### config.mk
export PLATFORM = sky130hd
export DESIGN_NAME = apb_periph_subsystem
export DESIGN_NICKNAME = d
export VERILOG_FILES = /design/src/apb_periph_pkg.sv /design/src/apb_periph_if.sv /design/src/apb_gpio_regs.sv /design/src/apb_periph_decoder.sv /design/src/apb_periph_subsystem.sv /design/src/apb_pwm_timer.sv /design/src/apb_soc_ctrl.sv
export SDC_FILE = /design/constraint.sdc
export NUM_CORES = 1
export LEC_CHECK = 0
export BUFFER_PORTS_ARGS = -buffer_cell sky130_fd_sc_hd__buf_2
export CAP_MARGIN = 20
export CELL_PAD_IN_SITES_DETAIL_PLACEMENT = 1
export CELL_PAD_IN_SITES_GLOBAL_PLACEMENT = 1
export CORE_UTILIZATION = 42
export CTS_CLUSTER_DIAMETER = 50
export DETAILED_ROUTE_END_ITERATION = 10
export PLACE_DENSITY_LB_ADDON = 0.1
export SLEW_MARGIN = 25
export SYNTH_ARGS = -nofsm -noshare
export SYNTH_HDL_FRONTEND = slang
export SYNTH_SLANG_ARGS = --single-unit
### constraint.sdc
create_clock -name clk_i -period 3.8 [get_ports clk_i]
set_input_delay 0.19 -clock clk_i [delete_from_list [all_inputs] [get_ports clk_i]]
set_output_delay 0.19 -clock clk_i [all_outputs]
set_load 0.005 [all_outputs]
### src/apb_periph_pkg.sv
// Shared definitions for the APB peripheral subsystem
// Bus widths, address map, register offsets and decoder types

package apb_periph_pkg;

   typedef logic [31:0] apb_addr_t;
   typedef logic [31:0] apb_data_t;

   localparam int unsigned NUM_GPIO = 16;
   typedef logic [NUM_GPIO-1:0] gpio_vec_t;

   localparam int unsigned NUM_PWM = 4;
   localparam int unsigned PWM_CNT_W = 16;
   typedef logic [PWM_CNT_W-1:0] pwm_cnt_t;

   // Region field is paddr[11:8]
   localparam int unsigned REGION_LSB = 8;
   localparam logic [3:0] REGION_GPIO = 4'd0;
   localparam logic [3:0] REGION_PWM = 4'd1;
   localparam logic [3:0] REGION_SOC = 4'd2;

   localparam logic [7:0] GPIO_DIR = 8'h00;
   localparam logic [7:0] GPIO_OUT = 8'h04;
   localparam logic [7:0] GPIO_IN = 8'h08;

   localparam logic [7:0] PWM_PERIOD = 8'h00;
   localparam logic [7:0] PWM_ENABLE = 8'h04;
   localparam logic [7:0] PWM_DUTY_BASE = 8'h10;

   localparam logic [7:0] SOC_CTRL = 8'h00;
   localparam logic [7:0] SOC_INFO = 8'h04;
   localparam apb_data_t SOC_INFO_ID = 32'h0A5B_0001;

   typedef enum logic [2:0] {SEL_NONE, SEL_GPIO, SEL_PWM, SEL_SOC, SEL_ERR} slave_sel_t;
   typedef enum logic {PH_IDLE, PH_ACCESS} apb_phase_t;

endpackage

### src/apb_periph_if.sv
// APB link between the decoder and one peripheral
// Master modport on the decoder side, slave modport on the peripheral side

interface apb_periph_if
   import apb_periph_pkg::*;
();

   logic      psel;
   logic      penable;
   logic      pwrite;
   apb_addr_t paddr;
   apb_data_t pwdata;
   apb_data_t prdata;
   logic      pready;
   logic      pslverr;

   modport master (
      output psel, penable, pwrite, paddr, pwdata,
      input  prdata, pready, pslverr
   );

   modport slave (
      input  psel, penable, pwrite, paddr, pwdata,
      output prdata, pready, pslverr
   );

endinterface

### src/apb_gpio_regs.sv
// GPIO register block
// Direction and output registers, two-flop input synchronizer

module apb_gpio_regs
   import apb_periph_pkg::*;
(
   input  logic        clk_i,
   input  logic        rst_n_i,
   apb_periph_if.slave bus,
   input  gpio_vec_t   gpio_in_i,
   output gpio_vec_t   gpio_out_o,
   output gpio_vec_t   gpio_oe_o
);

   gpio_vec_t  dir_q;
   gpio_vec_t  out_q;
   gpio_vec_t  sync1_q;
   gpio_vec_t  sync2_q;
   logic       wr_en;
   logic [7:0] reg_off;

   assign reg_off = bus.paddr[7:0];
   assign wr_en = bus.psel && bus.penable && bus.pwrite;

   // Pad input synchronizer
   always_ff @(posedge clk_i) begin
      sync1_q <= gpio_in_i;
      sync2_q <= sync1_q;
   end

   always_ff @(posedge clk_i) begin
      if (!rst_n_i) begin
         dir_q <= '0;
         out_q <= '0;
      end else if (wr_en) begin
         case (reg_off)
            GPIO_DIR: dir_q <= bus.pwdata[NUM_GPIO-1:0];
            GPIO_OUT: out_q <= bus.pwdata[NUM_GPIO-1:0];
            // GPIO_IN is read-only
            default: begin
               dir_q <= dir_q;
            end
         endcase
      end
   end

   always_comb begin
      bus.prdata = '0;
      case (reg_off)
         GPIO_DIR: bus.prdata = apb_data_t'(dir_q);
         GPIO_OUT: bus.prdata = apb_data_t'(out_q);
         GPIO_IN:  bus.prdata = apb_data_t'(sync2_q);
         default:  bus.prdata = '0;
      endcase
   end

   assign bus.pready = 1'b1;
   assign bus.pslverr = 1'b0;

   assign gpio_out_o = out_q;
   assign gpio_oe_o = dir_q;

endmodule

### src/apb_periph_decoder.sv
// APB address decoder
// Tracks setup and access, selects one peripheral by region, muxes the response

module apb_periph_decoder
   import apb_periph_pkg::*;
(
   input  logic         clk_i,
   input  logic         rst_n_i,
   input  logic         psel_i,
   input  logic         penable_i,
   input  logic         pwrite_i,
   input  apb_addr_t    paddr_i,
   input  apb_data_t    pwdata_i,
   output apb_data_t    prdata_o,
   output logic         pready_o,
   output logic         pslverr_o,
   apb_periph_if.master gpio_bus,
   apb_periph_if.master pwm_bus,
   apb_periph_if.master soc_bus
);

   apb_phase_t phase_q;
   slave_sel_t sel_d;
   slave_sel_t sel_q;
   slave_sel_t sel_cur;
   logic       in_access;
   logic [3:0] region;

   assign region = paddr_i[REGION_LSB +: 4];
   assign in_access = (phase_q == PH_ACCESS);

   always_comb begin
      sel_d = SEL_NONE;
      if (psel_i) begin
         case (region)
            REGION_GPIO: sel_d = SEL_GPIO;
            REGION_PWM:  sel_d = SEL_PWM;
            REGION_SOC:  sel_d = SEL_SOC;
            default:     sel_d = SEL_ERR;
         endcase
      end
   end

   always_ff @(posedge clk_i) begin
      if (!rst_n_i) begin
         phase_q <= PH_IDLE;
         sel_q <= SEL_NONE;
      end else begin
         case (phase_q)
            PH_IDLE: begin
               if (psel_i && !penable_i) begin
                  phase_q <= PH_ACCESS;
                  sel_q <= sel_d;
               end
            end
            // Zero wait states, access always completes
            default: begin
               phase_q <= PH_IDLE;
               sel_q <= SEL_NONE;
            end
         endcase
      end
   end

   // Live decode in setup, latched choice in access
   assign sel_cur = in_access ? sel_q : sel_d;

   assign gpio_bus.psel = psel_i && (sel_cur == SEL_GPIO);
   assign pwm_bus.psel = psel_i && (sel_cur == SEL_PWM);
   assign soc_bus.psel = psel_i && (sel_cur == SEL_SOC);

   assign gpio_bus.penable = penable_i && in_access && (sel_q == SEL_GPIO);
   assign pwm_bus.penable = penable_i && in_access && (sel_q == SEL_PWM);
   assign soc_bus.penable = penable_i && in_access && (sel_q == SEL_SOC);

   assign gpio_bus.pwrite = pwrite_i;
   assign gpio_bus.paddr = paddr_i;
   assign gpio_bus.pwdata = pwdata_i;
   assign pwm_bus.pwrite = pwrite_i;
   assign pwm_bus.paddr = paddr_i;
   assign pwm_bus.pwdata = pwdata_i;
   assign soc_bus.pwrite = pwrite_i;
   assign soc_bus.paddr = paddr_i;
   assign soc_bus.pwdata = pwdata_i;

   always_comb begin
      prdata_o = '0;
      pready_o = 1'b0;
      pslverr_o = 1'b0;
      if (in_access) begin
         case (sel_q)
            SEL_GPIO: begin
               prdata_o = gpio_bus.prdata;
               pready_o = gpio_bus.pready;
               pslverr_o = gpio_bus.pslverr;
            end
            SEL_PWM: begin
               prdata_o = pwm_bus.prdata;
               pready_o = pwm_bus.pready;
               pslverr_o = pwm_bus.pslverr;
            end
            SEL_SOC: begin
               prdata_o = soc_bus.prdata;
               pready_o = soc_bus.pready;
               pslverr_o = soc_bus.pslverr;
            end
            // Unmapped region answered here
            SEL_ERR: begin
               pready_o = 1'b1;
               pslverr_o = 1'b1;
            end
            default: begin
               pready_o = 1'b0;
            end
         endcase
      end
   end

endmodule

### src/apb_periph_subsystem.sv
// APB peripheral subsystem top level
// Decoder plus GPIO, PWM timer and SoC control behind one APB port

module apb_periph_subsystem
   import apb_periph_pkg::*;
(
   input  logic               clk_i,
   input  logic               rst_n_i,
   input  logic               psel_i,
   input  logic               penable_i,
   input  logic               pwrite_i,
   input  apb_addr_t          paddr_i,
   input  apb_data_t          pwdata_i,
   output apb_data_t          prdata_o,
   output logic               pready_o,
   output logic               pslverr_o,
   input  gpio_vec_t          gpio_in_i,
   output gpio_vec_t          gpio_out_o,
   output gpio_vec_t          gpio_oe_o,
   output logic [NUM_PWM-1:0] pwm_o,
   output logic               cluster_rstn_o,
   output logic               cluster_en_sa_boot_o,
   output logic               cluster_fetch_en_o
);

   apb_periph_if gpio_bus ();
   apb_periph_if pwm_bus ();
   apb_periph_if soc_bus ();

   apb_periph_decoder apb_periph_decoder_i (
      .clk_i     ( clk_i     ),
      .rst_n_i   ( rst_n_i   ),
      .psel_i    ( psel_i    ),
      .penable_i ( penable_i ),
      .pwrite_i  ( pwrite_i  ),
      .paddr_i   ( paddr_i   ),
      .pwdata_i  ( pwdata_i  ),
      .prdata_o  ( prdata_o  ),
      .pready_o  ( pready_o  ),
      .pslverr_o ( pslverr_o ),
      .gpio_bus  ( gpio_bus  ),
      .pwm_bus   ( pwm_bus   ),
      .soc_bus   ( soc_bus   )
   );

   apb_gpio_regs apb_gpio_regs_i (
      .clk_i      ( clk_i      ),
      .rst_n_i    ( rst_n_i    ),
      .bus        ( gpio_bus   ),
      .gpio_in_i  ( gpio_in_i  ),
      .gpio_out_o ( gpio_out_o ),
      .gpio_oe_o  ( gpio_oe_o  )
   );

   apb_pwm_timer apb_pwm_timer_i (
      .clk_i   ( clk_i   ),
      .rst_n_i ( rst_n_i ),
      .bus     ( pwm_bus ),
      .pwm_o   ( pwm_o   )
   );

   apb_soc_ctrl apb_soc_ctrl_i (
      .clk_i                ( clk_i                ),
      .rst_n_i              ( rst_n_i              ),
      .bus                  ( soc_bus              ),
      .cluster_rstn_o       ( cluster_rstn_o       ),
      .cluster_en_sa_boot_o ( cluster_en_sa_boot_o ),
      .cluster_fetch_en_o   ( cluster_fetch_en_o   )
   );

endmodule

### src/apb_pwm_timer.sv
// Four-channel PWM timer
// Shared period counter, per-channel duty compare, registered outputs

module apb_pwm_timer
   import apb_periph_pkg::*;
(
   input  logic               clk_i,
   input  logic               rst_n_i,
   apb_periph_if.slave        bus,
   output logic [NUM_PWM-1:0] pwm_o
);

   pwm_cnt_t                  period_q;
   logic                      enable_q;
   pwm_cnt_t [NUM_PWM-1:0]    duty_q;
   pwm_cnt_t                  cnt_q;
   logic [PWM_CNT_W:0]        cnt_inc;
   logic                      cnt_wrap;
   logic                      wr_en;
   logic [7:0]                reg_off;

   assign reg_off = bus.paddr[7:0];
   assign wr_en = bus.psel && bus.penable && bus.pwrite;

   always_ff @(posedge clk_i) begin
      if (!rst_n_i) begin
         period_q <= '0;
         enable_q <= 1'b0;
         duty_q <= '0;
      end else if (wr_en) begin
         if (reg_off == PWM_PERIOD) begin
            period_q <= bus.pwdata[PWM_CNT_W-1:0];
         end
         if (reg_off == PWM_ENABLE) begin
            enable_q <= bus.pwdata[0];
         end
         for (int k = 0; k < NUM_PWM; k++) begin
            if (reg_off == PWM_DUTY_BASE + 8'(4 * k)) begin
               duty_q[k] <= bus.pwdata[PWM_CNT_W-1:0];
            end
         end
      end
   end

   // Extra bit so a period of 0 or 0xFFFF still wraps cleanly
   assign cnt_inc = {1'b0, cnt_q} + (PWM_CNT_W + 1)'(1);
   assign cnt_wrap = (cnt_inc >= {1'b0, period_q});

   always_ff @(posedge clk_i) begin
      if (!rst_n_i || !enable_q) begin
         cnt_q <= '0;
         pwm_o <= '0;
      end else begin
         cnt_q <= cnt_wrap ? '0 : cnt_inc[PWM_CNT_W-1:0];
         for (int k = 0; k < NUM_PWM; k++) begin
            pwm_o[k] <= (cnt_q < duty_q[k]);
         end
      end
   end

   always_comb begin
      bus.prdata = '0;
      if (reg_off == PWM_PERIOD) begin
         bus.prdata = apb_data_t'(period_q);
      end
      if (reg_off == PWM_ENABLE) begin
         bus.prdata = apb_data_t'(enable_q);
      end
      for (int k = 0; k < NUM_PWM; k++) begin
         if (reg_off == PWM_DUTY_BASE + 8'(4 * k)) begin
            bus.prdata = apb_data_t'(duty_q[k]);
         end
      end
   end

   assign bus.pready = 1'b1;
   assign bus.pslverr = 1'b0;

endmodule

### src/apb_soc_ctrl.sv
// SoC control registers
// Cluster reset release, standalone boot, fetch enable and ID word

module apb_soc_ctrl
   import apb_periph_pkg::*;
(
   input  logic        clk_i,
   input  logic        rst_n_i,
   apb_periph_if.slave bus,
   output logic        cluster_rstn_o,
   output logic        cluster_en_sa_boot_o,
   output logic        cluster_fetch_en_o
);

   logic [2:0] ctrl_q;
   logic       wr_en;
   logic [7:0] reg_off;

   assign reg_off = bus.paddr[7:0];
   assign wr_en = bus.psel && bus.penable && bus.pwrite;

   // Cluster held in reset until bit 0 is set
   always_ff @(posedge clk_i) begin
      if (!rst_n_i) begin
         ctrl_q <= '0;
      end else if (wr_en && (reg_off == SOC_CTRL)) begin
         ctrl_q <= bus.pwdata[2:0];
      end
   end

   always_comb begin
      case (reg_off)
         SOC_CTRL: bus.prdata = apb_data_t'(ctrl_q);
         SOC_INFO: bus.prdata = SOC_INFO_ID;
         default:  bus.prdata = '0;
      endcase
   end

   assign bus.pready = 1'b1;
   assign bus.pslverr = 1'b0;

   assign cluster_rstn_o = ctrl_q[0];
   assign cluster_en_sa_boot_o = ctrl_q[1];
   assign cluster_fetch_en_o = ctrl_q[2];

endmodule

==> impl_results.rst, run 1 <==
.. list-table::
   :header-rows: 1

   * - Metric
     - Value
   * - Clock-pin slew of the registers on the worst-case setup and hold paths
     - roughly 0.090 ns
   * - Antenna Cells
     - 0
   * - Overflow after GRT
     - 0
   * - Antenna Violating Nets Remaining
     - 0
   * - Max-cap viol count
     - 0
   * - I/O pins
     - 158
   * - IO Port Bufs
     - roughly 110
   * - Critical path required time
     - 4.15 ns
   * - Top FF cell, synth
     - sky130_fd_sc_hd__dfxtp_1
   * - Area of combinational cells with multiple inputs
     - roughly 5200 µm²
   * - Kind of end point of the critical path
     - register
   * - Resized Gates After CTS
     - 0
   * - Overall via count from detail_route
     - 8,097
   * - CTS tree
     - done
   * - Vias per Instance
     - between 5 and 6
   * - Core region area
     - between 20,000 and 25,000 µm²
   * - Run status
     - finished, final reports clean
   * - Class of the tightest hold or removal check
     - input port to register
   * - Die span in y
     - 151.2 µm
   * - Worst slack, placed
     - 0.4709 ns
   * - Pin count of the biggest net entering global routing
     - between 100 and 150
   * - Number of buffers created by CTS
     - 17
   * - Count of final hold-check violations
     - 0
   * - Seq pwr share
     - between 40% and 50%
   * - Synthesis-to-layout area growth
     - 14.75%
   * - Part of the power in combinational logic
     - about 5.0%
   * - Number of global-route vias before repair
     - roughly 8,300
   * - First-pass GRT wire length
     - about 46,000 µm
   * - # clock sinks
     - approximately 170
   * - Share of async-settable or async-resettable flops after synthesis
     - 0%
   * - Startpoint type of the worst setup path
     - register
   * - Post-route DRC
     - 0
   * - Clock latency of the later-clocked register in the worst-skew pair
     - around 0.44 ns
   * - Critical path start-end classification
     - register to register
   * - Instance area after placement
     - between 9000 and 10,000 µm²
   * - Yosys warns
     - 0
   * - Deepest level of the CTS H-tree
     - 4
   * - Internal power contribution
     - 2778 µW
   * - Final setup margin
     - between 0.4 and 0.5 ns
   * - Register area
     - roughly 3400 µm²
   * - Number of buffers on the longest clock path
     - 2
   * - Final worst path period share
     - 87.20%
   * - Area of the mapped netlist
     - ~9300 µm²
   * - Count of unique library cells instantiated by Yosys
     - 62
   * - Cells after Synth
     - ~1,100
   * - Count of flip-flops with a built-in enable after synthesis
     - 0
   * - Die boundary width
     - 151.2 µm
   * - Clk Tree Root Cell
     - sky130_fd_sc_hd__clkbuf_16
   * - Total count of max-transition violations in the final report
     - 0
   * - Layout Cell Area excl Fill
     - about 11,000 µm²
   * - IR drop worst, VDD
     - 0.0002540 V
   * - Arrival time worst endpoint
     - 3.67 ns
   * - Per-cell routed wire length
     - between 15 and 20 µm
   * - Final HPWL from detailed placement
     - 21,350 µm
   * - Final nets
     - about 1,300
   * - Register area share after synthesis
     - a little under two fifths
   * - Fraction of final layout cells with drive strength greater than 1
     - about a fifth
   * - Least-Margin Pin Slew
     - 1.007 ns
   * - Largest driver fanout on the critical path
     - 14
   * - Router iterations before antenna repair
     - 5
   * - Post-CTS Repair Setup Buffers
     - 0
   * - RePlAce Congestion
     - a little over 0.8
   * - Static leakage
     - around 0.0042 µW
   * - Switching Share
     - between 20% and 30%
   * - Initial antenna violation count
     - 0
   * - Slew HR
     - approximately a third
   * - Total Routing Usage GR
     - 26.64%
   * - Number of synthesized register bits
     - between 150 and 200
   * - Final total negative setup slack
     - 0 ns
   * - Post-route minimum period
     - 3.314 ns
   * - Count of standard-cell rows
     - 54
   * - Clock network fraction of design power
     - a little under half
   * - Power per cell area
     - between 300 and 400 nW/µm²
   * - Effective utilization at floorplan
     - 42.83%
   * - Final hold slack
     - around 0.026 ns
   * - Net load switching power
     - 1022 µW
   * - Count of final setup violators
     - 0
   * - Peak clock frequency supported by timing
     - ~300 MHz
   * - Final clock skew
     - about 0.017 ns
   * - Post-detailed-routing wire length
     - 28,840 µm
   * - Avg Synthesized Cell Area
     - 8.568 µm²
   * - DRC violation total after the first TritonRoute iteration
     - 384
   * - Unrepaired setup endpoints after global routing
     - no
   * - Full die area
     - around 23,000 µm²
   * - Filler cells
     - roughly 2,600
metrics by stage:
| stage | power (µW) | std cells | util, % |
|---|---|---|---|
| after floorplan | 1969 | 1099 | - |
| after global placement | 2045 | 1428 | 45.63 |
| after detailed placement | 2047 | 1428 | 45.63 |
| after CTS | 3817 | 1476 | 49.09 |
| after global routing | 3923 | 1477 | 49.15 |
| final | 3800 | 1477 | 49.15 |
cell families (layout without fill, tap and decap cells):
kind of cell / count (synthesis) / in the layout / share of synthesized area, %
DFF: 172 / 172 / 36.84
buffers and inverters: 156 / 254 / 7.857
AOI/OAI and AO/OA: 285 / 285 / 20.18
muxes: 25 / 25 / 2.731
adders and majority gates: 77 / 77 / 10.31
xor gates and xnor gates: 15 / 15 / 1.405
other: 1 / 9 / 0.04012
and+or+nand+nor: 360 / 360 / 20.64
worst paths after layout:
kind | cells after the start | to | startpoint | slack [ns]
setup / recovery | 8 | apb_pwm_timer_i.cnt_q[9]$_SDFF_PP0_ | apb_pwm_timer_i.cnt_q[3]$_SDFF_PP0_ | 0.49
hold / removal | 3 | apb_periph_decoder_i.sel_q[2]$_SDFFE_PP0P_ | paddr_i[9] | 0.03
setup reg to reg | 8 | apb_pwm_timer_i.cnt_q[9]$_SDFF_PP0_ | apb_pwm_timer_i.cnt_q[3]$_SDFF_PP0_ | 0.49
hold reg to reg | 0 | apb_gpio_regs_i.sync2_q[11]$_DFF_P_ | apb_gpio_regs_i.sync1_q[11]$_DFF_P_ | 0.33
flip-flops by register name, indices dropped and copies added (netlist names):
signal,cells
apb_periph_decoder_i.sel_q,3
apb_gpio_regs_i.sync2_q,16
apb_gpio_regs_i.gpio_oe_o,16
apb_periph_decoder_i.in_access,1
apb_pwm_timer_i.duty_q,64
apb_pwm_timer_i.period_q,16
apb_pwm_timer_i.enable_q,1
apb_pwm_timer_i.pwm_o,4
apb_gpio_regs_i.sync1_q,16
apb_soc_ctrl_i.ctrl_q,3
apb_gpio_regs_i.gpio_out_o,16
apb_pwm_timer_i.cnt_q,16
placed cells by master, fill, tap and decap left out, types with 5 or more instances in the layout:
cell type,netlist,final
sky130_fd_sc_hd__nand2b_1,7,7
sky130_fd_sc_hd__clkbuf_16,0,17
sky130_fd_sc_hd__conb_1,1,9
sky130_fd_sc_hd__o21ai_2,28,28
sky130_fd_sc_hd__nand4_1,16,16
sky130_fd_sc_hd__nand3_2,25,25
sky130_fd_sc_hd__inv_8,0,6
sky130_fd_sc_hd__a21boi_1,27,27
sky130_fd_sc_hd__nand2_1,142,142
sky130_fd_sc_hd__a22o_1,10,10
sky130_fd_sc_hd__o22ai_1,13,13
sky130_fd_sc_hd__nand2_2,11,11
sky130_fd_sc_hd__a221oi_1,9,9
sky130_fd_sc_hd__o21ai_1,5,5
sky130_fd_sc_hd__xor2_1,10,10
sky130_fd_sc_hd__mux2i_1,21,21
sky130_fd_sc_hd__o21ai_0,66,66
sky130_fd_sc_hd__nor4_1,5,5
sky130_fd_sc_hd__buf_2,20,111
sky130_fd_sc_hd__nor3_1,12,12
sky130_fd_sc_hd__dfxtp_1,172,172
sky130_fd_sc_hd__a21o_1,6,6
sky130_fd_sc_hd__a21boi_0,21,21
sky130_fd_sc_hd__nand3_1,56,56
sky130_fd_sc_hd__dlygate4sd3_1,0,16
sky130_fd_sc_hd__a211oi_1,9,9
sky130_fd_sc_hd__buf_4,15,10
sky130_fd_sc_hd__nor3b_1,14,14
sky130_fd_sc_hd__nor2_1,38,38
sky130_fd_sc_hd__or3_1,6,5
sky130_fd_sc_hd__a21oi_1,65,65
sky130_fd_sc_hd__ha_1,77,77
sky130_fd_sc_hd__inv_1,83,83
sky130_fd_sc_hd__o21a_1,6,6
sky130_fd_sc_hd__xnor2_1,5,5
Yosys cell counts, types with 15 or more instances:
library cell / number / area, µm²
sky130_fd_sc_hd__a21oi_1: 65 / 325.3
sky130_fd_sc_hd__nand4_1: 16 / 100.1
sky130_fd_sc_hd__buf_4: 15 / 112.6
sky130_fd_sc_hd__a21boi_1: 27 / 202.7
sky130_fd_sc_hd__nand3_1: 56 / 280.3
sky130_fd_sc_hd__nand2_1: 142 / 533.0
sky130_fd_sc_hd__o21ai_2: 28 / 245.2
sky130_fd_sc_hd__mux2i_1: 21 / 210.2
sky130_fd_sc_hd__ha_1: 77 / 963.4
sky130_fd_sc_hd__o21ai_0: 66 / 330.3
sky130_fd_sc_hd__a21boi_0: 21 / 157.7
sky130_fd_sc_hd__buf_2: 20 / 100.1
sky130_fd_sc_hd__inv_1: 83 / 311.6
sky130_fd_sc_hd__nor2_1: 38 / 142.6
sky130_fd_sc_hd__dfxtp_1: 172 / 3443
sky130_fd_sc_hd__nand3_2: 25 / 250.2
sky130_fd_sc_hd__clkbuf_1: 25 / 93.84
critical path: stages (launching register included):
cell and delay, ns:
sky130_fd_sc_hd__dfxtp_1 0.55, sky130_fd_sc_hd__nand4_1 0.32, sky130_fd_sc_hd__nor4_1 0.50, sky130_fd_sc_hd__xor2_1 0.23
sky130_fd_sc_hd__ha_1 0.28, sky130_fd_sc_hd__a21o_1 0.17, sky130_fd_sc_hd__a211oi_1 0.38, sky130_fd_sc_hd__nand2_1 0.48
sky130_fd_sc_hd__nor3b_1 0.32
routing by layer:
metal	vias up	GRT usage [%]	share of wire [%]
met5	-	0	0
met4	0	6.250	1.0
met3	14	5.271	4.5
met2	155	43.04	47
met1	3925	36.29	48
li1	4003	-	-
power by group through the flow:
stage | clock network (µW) | logic, µW | registers (µW)
5_1_grt | 1890 | 206 | 1830
2_1_floorplan | 0 | 102 | 1870
6_report | 1780 | 191 | 1830
3_3_place_gp | 0 | 176 | 1870
3_5_place_dp | 0 | 177 | 1870
4_1_cts | 1800 | 190 | 1830
final cells by class:
class	instances	share of cell area, %
multi-input combinational	771	48.50
tap	280	3.266
timing repair buffer	139	7.664
sequential	172	32.10
clock buffer	18	4.001
clock inverter	14	1.563
inverter	83	2.904
repair_timing:
| action | 4_1_cts | 5_1_grt |
|---|---|---|
| endpoints found under the setup margin | 0 | 0 |
| hold buffers | 16 | 0 |
| hold endpoints to repair | 16 | 0 |
(Power assumes the default switching activity.)
==> inputs of run 2 (changes only) <==
--- a/config.mk
+++ b/config.mk
@@ -12,7 +12,7 @@
 export CORE_UTILIZATION = 42
 export CTS_CLUSTER_DIAMETER = 50
 export DETAILED_ROUTE_END_ITERATION = 10
-export PLACE_DENSITY_LB_ADDON = 0.1
+export PLACE_DENSITY = 0.77
 export SLEW_MARGIN = 25
 export SYNTH_ARGS = -nofsm -noshare
 export SYNTH_HDL_FRONTEND = slang
==> impl_results.rst, run 2 (synthesis gave the netlist of run 1 again) <==
.. list-table::
   :header-rows: 1

   * - Metric
     - Value
   * - Router iterations before antenna repair
     - 5 (unchanged)
   * - Antenna Violating Nets Remaining
     - 0 (unchanged)
   * - Seq pwr share
     - 47.9% (was 48.1%)
   * - Run status
     - finished, final reports clean (unchanged)
   * - Post-route DRC
     - 0 (unchanged)
   * - Arrival time worst endpoint
     - 3.57 ns (was 3.67 ns)
   * - Die boundary width
     - 151.2 µm (unchanged)
   * - Final nets
     - 1,349 (was 1,346)
   * - Count of final hold-check violations
     - 0 (unchanged)
   * - Delay contributed by the slowest stage of the critical path
     - 0.53 ns (was 0.55 ns)
   * - Number of buffers created by CTS
     - 17 (unchanged)
   * - DRC violation total after the first TritonRoute iteration
     - 439 (was 384)
   * - Final design utilization
     - 49.19% (was 49.15%)
   * - I/O pins
     - 158 (unchanged)
   * - Final total negative setup slack
     - 0 ns (unchanged)
   * - Critical path required time
     - 4.15 ns (about the same)
   * - Clock network fraction of design power
     - 47.0% (was 46.9%)
   * - Startpoint type of the worst setup path
     - register (unchanged)
   * - Internal power contribution
     - 2830 µW (was 2778 µW)
   * - Commonest non-fill, non-tap cell in the layout
     - sky130_fd_sc_hd__dfxtp_1 (unchanged)
   * - Clock-pin slew of the registers on the worst-case setup and hold paths
     - 0.08 ns (was 0.09 ns)
   * - Count of standard-cell rows
     - 54 (unchanged)
   * - Die span in y
     - 151.2 µm (unchanged)
   * - Clock latency of the later-clocked register in the worst-skew pair
     - 0.43 ns (was 0.44 ns)
   * - Most flops, register
     - apb_pwm_timer_i.duty_q (unchanged)
   * - Standard cell with the maximum stage delay on the critical path
     - sky130_fd_sc_hd__dfxtp_1 (unchanged)
   * - Critical path's top delay family
     - simple AND/OR/NAND/NOR gates (unchanged)
   * - Unrepaired setup endpoints after global routing
     - no (unchanged)
   * - Fraction of final layout cells with drive strength greater than 1
     - 20.25% (was 19.97%)
   * - Total Routing Usage GR
     - 26.17% (was 26.64%)
   * - Synthesis-to-layout area growth
     - 14.84% (was 14.75%)
   * - First-pass GRT wire length
     - 45,460 µm (was 46,200 µm)
   * - Number of buffers inserted for hold repair after clock tree synthesis
     - 16 (unchanged)
   * - Overflow after GRT
     - 0 (unchanged)
   * - Effective utilization at floorplan
     - 42.83% (unchanged)
   * - Static leakage
     - 0.004215 µW (was 0.004203 µW)
   * - Deepest level of the CTS H-tree
     - 4 (unchanged)
   * - Clk Tree Root Cell
     - sky130_fd_sc_hd__clkbuf_16 (unchanged)
   * - Commonest cells after routing, fill and taps aside
     - 172 x sky130_fd_sc_hd__dfxtp_1, 142 x sky130_fd_sc_hd__nand2_1, 111 x sky130_fd_sc_hd__buf_2, 83 x sky130_fd_sc_hd__inv_1, 77 x sky130_fd_sc_hd__ha_1 (unchanged)
   * - Peak clock frequency supported by timing
     - 310.8 MHz (was 301.8 MHz)
   * - Filler cells
     - 2,614 (was 2,648)
   * - Post-CTS Repair Setup Buffers
     - 0 (unchanged)
   * - Chain of cells forming the critical path
     - nand4_1, nor4_1, xor2_1, ha_1, a21o_1, a211oi_1, nand2_1, nor3_1 (was nand4_1, nor4_1, xor2_1, ha_1, a21o_1, a211oi_1, nand2_1, nor3b_1)
   * - Count of buffering cells on the critical path with inverters included
     - 0 (unchanged)
   * - IR drop worst, VDD
     - 0.0002848 V (was 0.0002540 V)
   * - RePlAce Congestion
     - 0.8391 (was 0.8108)
   * - Max-cap viol count
     - 0 (unchanged)
   * - Per-cell routed wire length
     - 19.44 µm (was 19.53 µm)
   * - Instance area after placement
     - 9975 µm² (was 9957 µm²)
   * - Final clock skew
     - 0.01263 ns (was 0.01718 ns)
   * - Least-Margin Pin Slew
     - 1.001 ns (was 1.007 ns)
   * - Critical path start-end classification
     - register to register (unchanged)
   * - Class of the tightest hold or removal check
     - input port to register (unchanged)
   * - Antenna Cells
     - 0 (unchanged)
   * - Count of final setup violators
     - 0 (unchanged)
   * - Overall via count from detail_route
     - 8,305 (was 8,097)
   * - Pin count of the biggest net entering global routing
     - 61 (was 133)
   * - Part of the power in combinational logic
     - 5.0% (about the same)
   * - Full die area
     - 22,860 µm² (unchanged)
   * - Power per cell area
     - 354.9 nW/µm² (was 354.3 nW/µm²)
   * - Post-detailed-routing wire length
     - 28,780 µm (was 28,840 µm)
   * - CTS tree
     - done (unchanged)
   * - Total count of max-transition violations in the final report
     - 0 (unchanged)
   * - Initial antenna violation count
     - 0 (unchanged)
   * - Net load switching power
     - 980.4 µW (was 1022 µW)
   * - Number of flip-flops under the largest register name
     - 64 (unchanged)
   * - Largest driver fanout on the critical path
     - 14 (unchanged)
   * - Final HPWL from detailed placement
     - 21,440 µm (was 21,350 µm)
   * - Final worst path period share
     - 84.67% (was 87.20%)
   * - Number of buffers on the longest clock path
     - 2 (unchanged)
   * - # clock sinks
     - 172 (unchanged)
   * - Core region area
     - 21,820 µm² (unchanged)
   * - Resized Gates After CTS
     - 0 (unchanged)
   * - Kind of end point of the critical path
     - register (unchanged)
   * - Overall power of the completed layout
     - 3810 µW (was 3800 µW)
   * - Slew HR
     - 33.27% (was 32.89%)
   * - Vias per Instance
     - 5.611 (was 5.482)
   * - Post-route minimum period
     - 3.217 ns (was 3.314 ns)
   * - Final hold slack
     - 0.02686 ns (was 0.02633 ns)
   * - IO Port Bufs
     - 112 (unchanged)
   * - Switching Share
     - 25.73% (was 26.91%)
   * - Number of global-route vias before repair
     - 8,476 (was 8,271)
   * - Layout Cell Area excl Fill
     - 10,740 µm² (was 10,730 µm²)
[run 2: power groups by stage]
stage	combinational (µW)	sequential [µW]	clock [µW]
6_report	191	1830	1790
5_1_grt	204	1830	1890
4_1_cts	189	1830	1810
3_5_place_dp	175	1870	0
3_3_place_gp	173	1870	0
2_1_floorplan	102	1870	0
[run 2: worst paths after layout]
kind,endpoint,depth (start not counted),slack [ns],start
setup / recovery,apb_pwm_timer_i.cnt_q[1]$_SDFF_PP0_,8,0.58,apb_pwm_timer_i.cnt_q[3]$_SDFF_PP0_
hold / removal,apb_periph_decoder_i.sel_q[2]$_SDFFE_PP0P_,3,0.03,paddr_i[9]
setup reg to reg,apb_pwm_timer_i.cnt_q[1]$_SDFF_PP0_,8,0.58,apb_pwm_timer_i.cnt_q[3]$_SDFF_PP0_
hold reg to reg,apb_gpio_regs_i.sync2_q[5]$_DFF_P_,0,0.33,apb_gpio_regs_i.sync1_q[5]$_DFF_P_
[run 2: tightest hold or removal path, stage by stage]
cell and delay [ns]:
sky130_fd_sc_hd__buf_2 0.11, sky130_fd_sc_hd__nand2_1 0.05, sky130_fd_sc_hd__a221oi_1 0.06
[run 2: layout make-up]
cell class / count / area, µm² / share of cell area (%)
Timing Repair Buffer: 142 / 828.3 / 7.716
Clock buffer: 18 / 429.2 / 3.998
Clock inverter: 14 / 168.9 / 1.573
Multi-Input combinational cell: 771 / 5204 / 48.47
Tap cell: 280 / 350.3 / 3.263
Inverter: 83 / 311.5 / 2.902
Sequential cell: 172 / 3443 / 32.07
[run 2: stage by stage]
step,cells,worst slack (ns)
floorplan,1099,1.066
global placement,1432,0.6846
detailed placement,1432,0.5204
CTS,1480,0.4914
global route,1480,0.1811
finish,1480,0.5827
[run 2: layer usage]
metal	wire, µm	share of wire, %	GRT usage [%]
met4	714	2.5	9.950
met3	1306	4.5	3.795
met1	13140	46	33.88
met2	13610	47	43.72
met5	0	0	0
==> inputs of run 3 (changes only) <==
--- a/config.mk
+++ b/config.mk
@@ -5,14 +5,15 @@
 export SDC_FILE = /design/constraint.sdc
 export NUM_CORES = 1
 export LEC_CHECK = 0
+export ABC_AREA = 1
 export BUFFER_PORTS_ARGS = -buffer_cell sky130_fd_sc_hd__buf_2
 export CAP_MARGIN = 20
 export CELL_PAD_IN_SITES_DETAIL_PLACEMENT = 1
 export CELL_PAD_IN_SITES_GLOBAL_PLACEMENT = 1
-export CORE_UTILIZATION = 42
+export CORE_UTILIZATION = 37
 export CTS_CLUSTER_DIAMETER = 50
 export DETAILED_ROUTE_END_ITERATION = 10
-export PLACE_DENSITY = 0.77
+export PLACE_DENSITY = 0.73
 export SLEW_MARGIN = 25
 export SYNTH_ARGS = -nofsm -noshare
 export SYNTH_HDL_FRONTEND = slang
==> constraint.sdc (replaced) <==
create_clock -name clk_i -period 2.8 [get_ports clk_i]
set_input_delay 0.14 -clock clk_i [delete_from_list [all_inputs] [get_ports clk_i]]
set_output_delay 0.14 -clock clk_i [all_outputs]
set_load 0.005 [all_outputs]
==> impl_results.rst, run 3 <==
.. list-table::
   :header-rows: 1

   * - Metric
     - Value
   * - Run status
     - finished, final reports clean (unchanged)
   * - Core region area
     - 23,750 µm² (was 21,820 µm²)
   * - Fraction of final layout cells with drive strength greater than 1
     - 18.42% (was 20.25%)
   * - Worst slack, placed
     - -0.1787 ns (was 0.5204 ns)
   * - Final total negative setup slack
     - 0 ns (unchanged)
   * - Class of the tightest hold or removal check
     - input port to register (unchanged)
   * - RePlAce Congestion
     - 0.8222 (was 0.8391)
   * - Register area share after synthesis
     - 38.02% (was 36.84%)
   * - Post-detailed-routing wire length
     - 27,650 µm (was 28,780 µm)
   * - Initial antenna violation count
     - 1 (was 0)
   * - Commonest cells after routing, fill and taps aside
     - 165 x sky130_fd_sc_hd__dfxtp_1, 160 x sky130_fd_sc_hd__nand2_1, 155 x sky130_fd_sc_hd__inv_1, 153 x sky130_fd_sc_hd__a21oi_1, 134 x sky130_fd_sc_hd__o21ai_0 (was 172 x sky130_fd_sc_hd__dfxtp_1, 142 x sky130_fd_sc_hd__nand2_1, 111 x sky130_fd_sc_hd__buf_2, 83 x sky130_fd_sc_hd__inv_1, 77 x sky130_fd_sc_hd__ha_1)
   * - Ranking of synthesized cells by instance count
     - 172 x sky130_fd_sc_hd__dfxtp_1, 163 x sky130_fd_sc_hd__nand2_1, 155 x sky130_fd_sc_hd__inv_1, 154 x sky130_fd_sc_hd__a21oi_1, 134 x sky130_fd_sc_hd__o21ai_0 (was 172 x sky130_fd_sc_hd__dfxtp_1, 142 x sky130_fd_sc_hd__nand2_1, 83 x sky130_fd_sc_hd__inv_1, 77 x sky130_fd_sc_hd__ha_1, 66 x sky130_fd_sc_hd__o21ai_0)
   * - Standard cell with the maximum stage delay on the critical path
     - sky130_fd_sc_hd__dfxtp_4 (was sky130_fd_sc_hd__dfxtp_1)
   * - Overall via count from detail_route
     - 8,481 (was 8,305)
   * - Commonest non-fill, non-tap cell in the layout
     - sky130_fd_sc_hd__dfxtp_1 (unchanged)
   * - Arrival time worst endpoint
     - 2.99 ns (was 3.57 ns)
   * - Overflow after GRT
     - 0 (unchanged)
   * - Inst Count DP
     - 1,608 (was 1,432)
   * - Compound-gate portion of the synthesized area
     - 21.11% (was 20.18%)
   * - Reg2Reg Depth
     - 15 (was 8)
   * - Critical path required time
     - 3.13 ns (was 4.15 ns)
   * - Least-Margin Pin Slew
     - 0.7130 ns (was 1.001 ns)
   * - Post-layout instance count excluding filler cells
     - 1,665 (was 1,480)
   * - Count of final hold-check violations
     - 0 (unchanged)
   * - Number of cells on the worst hold path
     - 3 (unchanged)
   * - Most repeated cell in the gate-level netlist after synthesis
     - sky130_fd_sc_hd__dfxtp_1 (unchanged)
   * - Share of async-settable or async-resettable flops after synthesis
     - 0% (unchanged)
   * - Count of unique library cells instantiated by Yosys
     - 40 (was 62)
   * - Die boundary width
     - 158.5 µm (was 151.2 µm)
   * - Final setup margin
     - 0.1305 ns (was 0.5827 ns)
   * - Area of the mapped netlist
     - 9057 µm² (was 9348 µm²)
   * - IR drop worst, VDD
     - 0.0002872 V (was 0.0002848 V)
   * - Filler cells
     - 3,007 (was 2,614)
   * - Number of synthesized register bits
     - 172 (unchanged)
   * - Total Routing Usage GR
     - 22.27% (was 26.17%)
   * - Fraction of synthesized cell area in xor and xnor cells
     - 0.9670% (was 1.405%)
   * - Pin count of the biggest net entering global routing
     - 118 (was 61)
   * - Chain of cells forming the critical path
     - ha_4, nand3_4, nor2_4, nand2_2, nor2_4, nand4_1, xor2_1, inv_1, ha_4, nand4_1, nor4_1, nand2_1, nand4_4, clkbuf_16, nor2_1 (was nand4_1, nor4_1, xor2_1, ha_1, a21o_1, a211oi_1, nand2_1, nor3_1)
   * - DRC violation total after the first TritonRoute iteration
     - 363 (was 439)
   * - Cells after Synth
     - 1,202 (was 1,091)
   * - First-pass GRT wire length
     - 43,540 µm (was 45,460 µm)
   * - Slew HR
     - 52.35% (was 33.27%)
   * - Critical path's top delay family
     - simple AND/OR/NAND/NOR gates (unchanged)
   * - Number of buffers on the longest clock path
     - 2 (unchanged)
   * - Largest driver fanout on the critical path
     - 8 (was 14)
   * - Clock latency of the later-clocked register in the worst-skew pair
     - 0.44 ns (was 0.43 ns)
   * - Count of flip-flops with a built-in enable after synthesis
     - 0 (unchanged)
   * - Deepest level of the CTS H-tree
     - 4 (unchanged)
   * - Top cell type's share of synthesized area
     - 38.02% (was 36.84%)
   * - Startpoint type of the worst setup path
     - register (unchanged)
   * - I/O pins
     - 158 (unchanged)
   * - Overall power of the completed layout
     - 5047 µW (was 3810 µW)
   * - Antenna Cells
     - 0 (unchanged)
   * - Top FF cell, synth
     - sky130_fd_sc_hd__dfxtp_1 (unchanged)
   * - Most flops, register
     - apb_pwm_timer_i.duty_q (unchanged)
   * - Post-route minimum period
     - 2.669 ns (was 3.217 ns)
   * - Final clock skew
     - 0.01581 ns (was 0.01263 ns)
   * - Avg Synthesized Cell Area
     - 7.535 µm² (was 8.568 µm²)
   * - Vias per Instance
     - 5.094 (was 5.611)
   * - Die span in y
     - 158.5 µm (was 151.2 µm)
   * - Antenna Violating Nets Remaining
     - 0 (unchanged)
   * - Final worst path period share
     - 95.34% (was 84.67%)
   * - Delay contributed by the slowest stage of the critical path
     - 0.37 ns (was 0.53 ns)
   * - Effective utilization at floorplan
     - 38.13% (was 42.83%)
   * - Full die area
     - 25,110 µm² (was 22,860 µm²)
   * - Number of buffers created by CTS
     - 17 (unchanged)
   * - Count of buffering cells on the critical path with inverters included
     - 2 (was 0)
   * - Total count of max-transition violations in the final report
     - 0 (unchanged)
   * - Most area-consuming cells after synthesis
     - sky130_fd_sc_hd__dfxtp_1 38%, sky130_fd_sc_hd__ha_1 11%, sky130_fd_sc_hd__a21oi_1 8.5% (was sky130_fd_sc_hd__dfxtp_1 37%, sky130_fd_sc_hd__ha_1 10%, sky130_fd_sc_hd__nand2_1 5.7%)
   * - Max-cap viol count
     - 0 (unchanged)
   * - Final nets
     - 1,495 (was 1,349)
   * - Clock-pin slew of the registers on the worst-case setup and hold paths
     - 0.07 ns (was 0.08 ns)
   * - Count of standard-cell rows
     - 56 (was 54)
   * - Multiplexer share of the synthesized area
     - 0% (was 2.731%)
   * - Dominant combinational cell family by area after synthesis
     - compound AO/OA/AOI/OAI gates (was simple AND/OR/NAND/NOR gates)
   * - Post-route DRC
     - 0 (unchanged)
   * - Number of global-route vias before repair
     - 8,496 (was 8,476)
   * - CTS tree
     - done (unchanged)
   * - Area fraction in and, or, nand and nor cells after synthesis
     - 17.70% (was 20.64%)
   * - Count of final setup violators
     - 0 (unchanged)
   * - Final HPWL from detailed placement
     - 20,260 µm (was 21,440 µm)
   * - Logic depth of the worst setup path including buffers
     - 15 (was 8)
   * - # clock sinks
     - 172 (unchanged)
   * - Synthesis-to-layout area growth
     - 20.26% (was 14.84%)
   * - Yosys warns
     - 0 (unchanged)
   * - Router iterations before antenna repair
     - 4 (was 5)
   * - Per-cell routed wire length
     - 16.61 µm (was 19.44 µm)
   * - Number of flip-flops under the largest register name
     - 64 (unchanged)
   * - Clk Tree Root Cell
     - sky130_fd_sc_hd__clkbuf_16 (unchanged)
   * - Biggest area consumer among synthesized cells
     - sky130_fd_sc_hd__dfxtp_1 (unchanged)
   * - Static leakage
     - 0.004923 µW (was 0.004215 µW)
   * - Kind of end point of the critical path
     - register (unchanged)
   * - Critical path start-end classification
     - register to register (unchanged)
   * - IO Port Bufs
     - 112 (unchanged)
   * - Peak clock frequency supported by timing
     - 374.6 MHz (was 310.8 MHz)
   * - Area share of fa/ha/maj cells after synthesis
     - 10.64% (was 10.31%)
   * - Power per cell area
     - 463.3 nW/µm² (was 354.9 nW/µm²)
==> run 3: cell types whose count changed in the layout (fill, tap and decap cells not counted), sizes merged, moves of 10 or more <==
cell and delta:
inv +84, mux2i -21, a21oi +90, nor3b -14
o22ai -13, buf +18, o211ai +13, nor2 +72
a22o -10, o21ai +68, nand3 -41, a21boi -48
nand2 +12, o21bai +11
==> run 3: cell type report <==
cell class                 instances  area [µm²]  share of cell area (%)
timing repair buffer             164        1045                   9.591
inverter                         169       639.4                   5.870
multi-input combinational        809        4768                   43.77
sequential                       172        3457                   31.74
tap                              319       399.1                   3.664
clock buffer                      18       429.2                   3.940
clock inverter                    14       155.1                   1.424
==> run 3: path summary, 6_finish.rpt <==
path | from | endpoint | slack (ns)
worst max-delay path | apb_pwm_timer_i.cnt_q[0]$_SDFF_PP0_ | apb_pwm_timer_i.cnt_q[11]$_SDFF_PP0_ | 0.13
worst min-delay path | paddr_i[8] | apb_periph_decoder_i.sel_q[1]$_SDFFE_PP0P_ | 0.02
worst max register to register | apb_pwm_timer_i.cnt_q[0]$_SDFF_PP0_ | apb_pwm_timer_i.cnt_q[11]$_SDFF_PP0_ | 0.13
worst min register to register | apb_gpio_regs_i.sync1_q[10]$_DFF_P_ | apb_gpio_regs_i.sync2_q[10]$_DFF_P_ | 0.33
==> run 3: layer usage <==
layer  part of all wire (%)  GRT usage (%)
met1                     44          26.89
met2                     52          40.89
met3                    2.4          3.157
met4                    1.2          5.952
met5                  0.036              0
==> run 3: kinds of logic after synthesis <==
| group | count (synthesis) |
|---|---|
| AO/OA/AOI/OAI | 359 |
| AND/OR/NAND/NOR | 354 |
| buffers and inverters | 229 |
| flip-flops | 172 |
| adder cells (fa/ha/maj) | 77 |
| XOR/XNOR | 10 |
| other | 1 |
==> run 3: where the power goes <==
part	internal [µW]	switching (µW)	total [µW]
logic	69.1	117	186
registers	2470	10.2	2480
clock network	1260	1120	2380
total	3800	1250	5050
==> run 3: worst register-to-register path, delay by kind of cell (launching register included) <==
kind / cells / cell delay, ns
simple gates: 10 / 1.23
fa+ha+maj: 2 / 0.43
flops: 1 / 0.37
buf+inv: 2 / 0.29
xor+xnor: 1 / 0.23
==> run 3: stage by stage <==
step / hold slack (ns) / util, % / cell area, µm²
5_1_grt: 0.05101 / 45.86 / 10890
2_1_floorplan: 0.1677 / - / 9087
4_1_cts: 0.001482 / 44.92 / 10670
6_report: 0.01743 / 45.86 / 10890
3_5_place_dp: 0.2441 / 41.50 / 9857
3_3_place_gp: 0.2432 / 41.50 / 9857
==> run 3: timing repair <==
item	CTS	global route
gates resized for setup	3	35
cloned	0	1
pin swaps	0	11
endpoints found under the hold margin	19	0
hold buffers	19	0
setup buffers	1	4
setup endpoints to repair	16	16
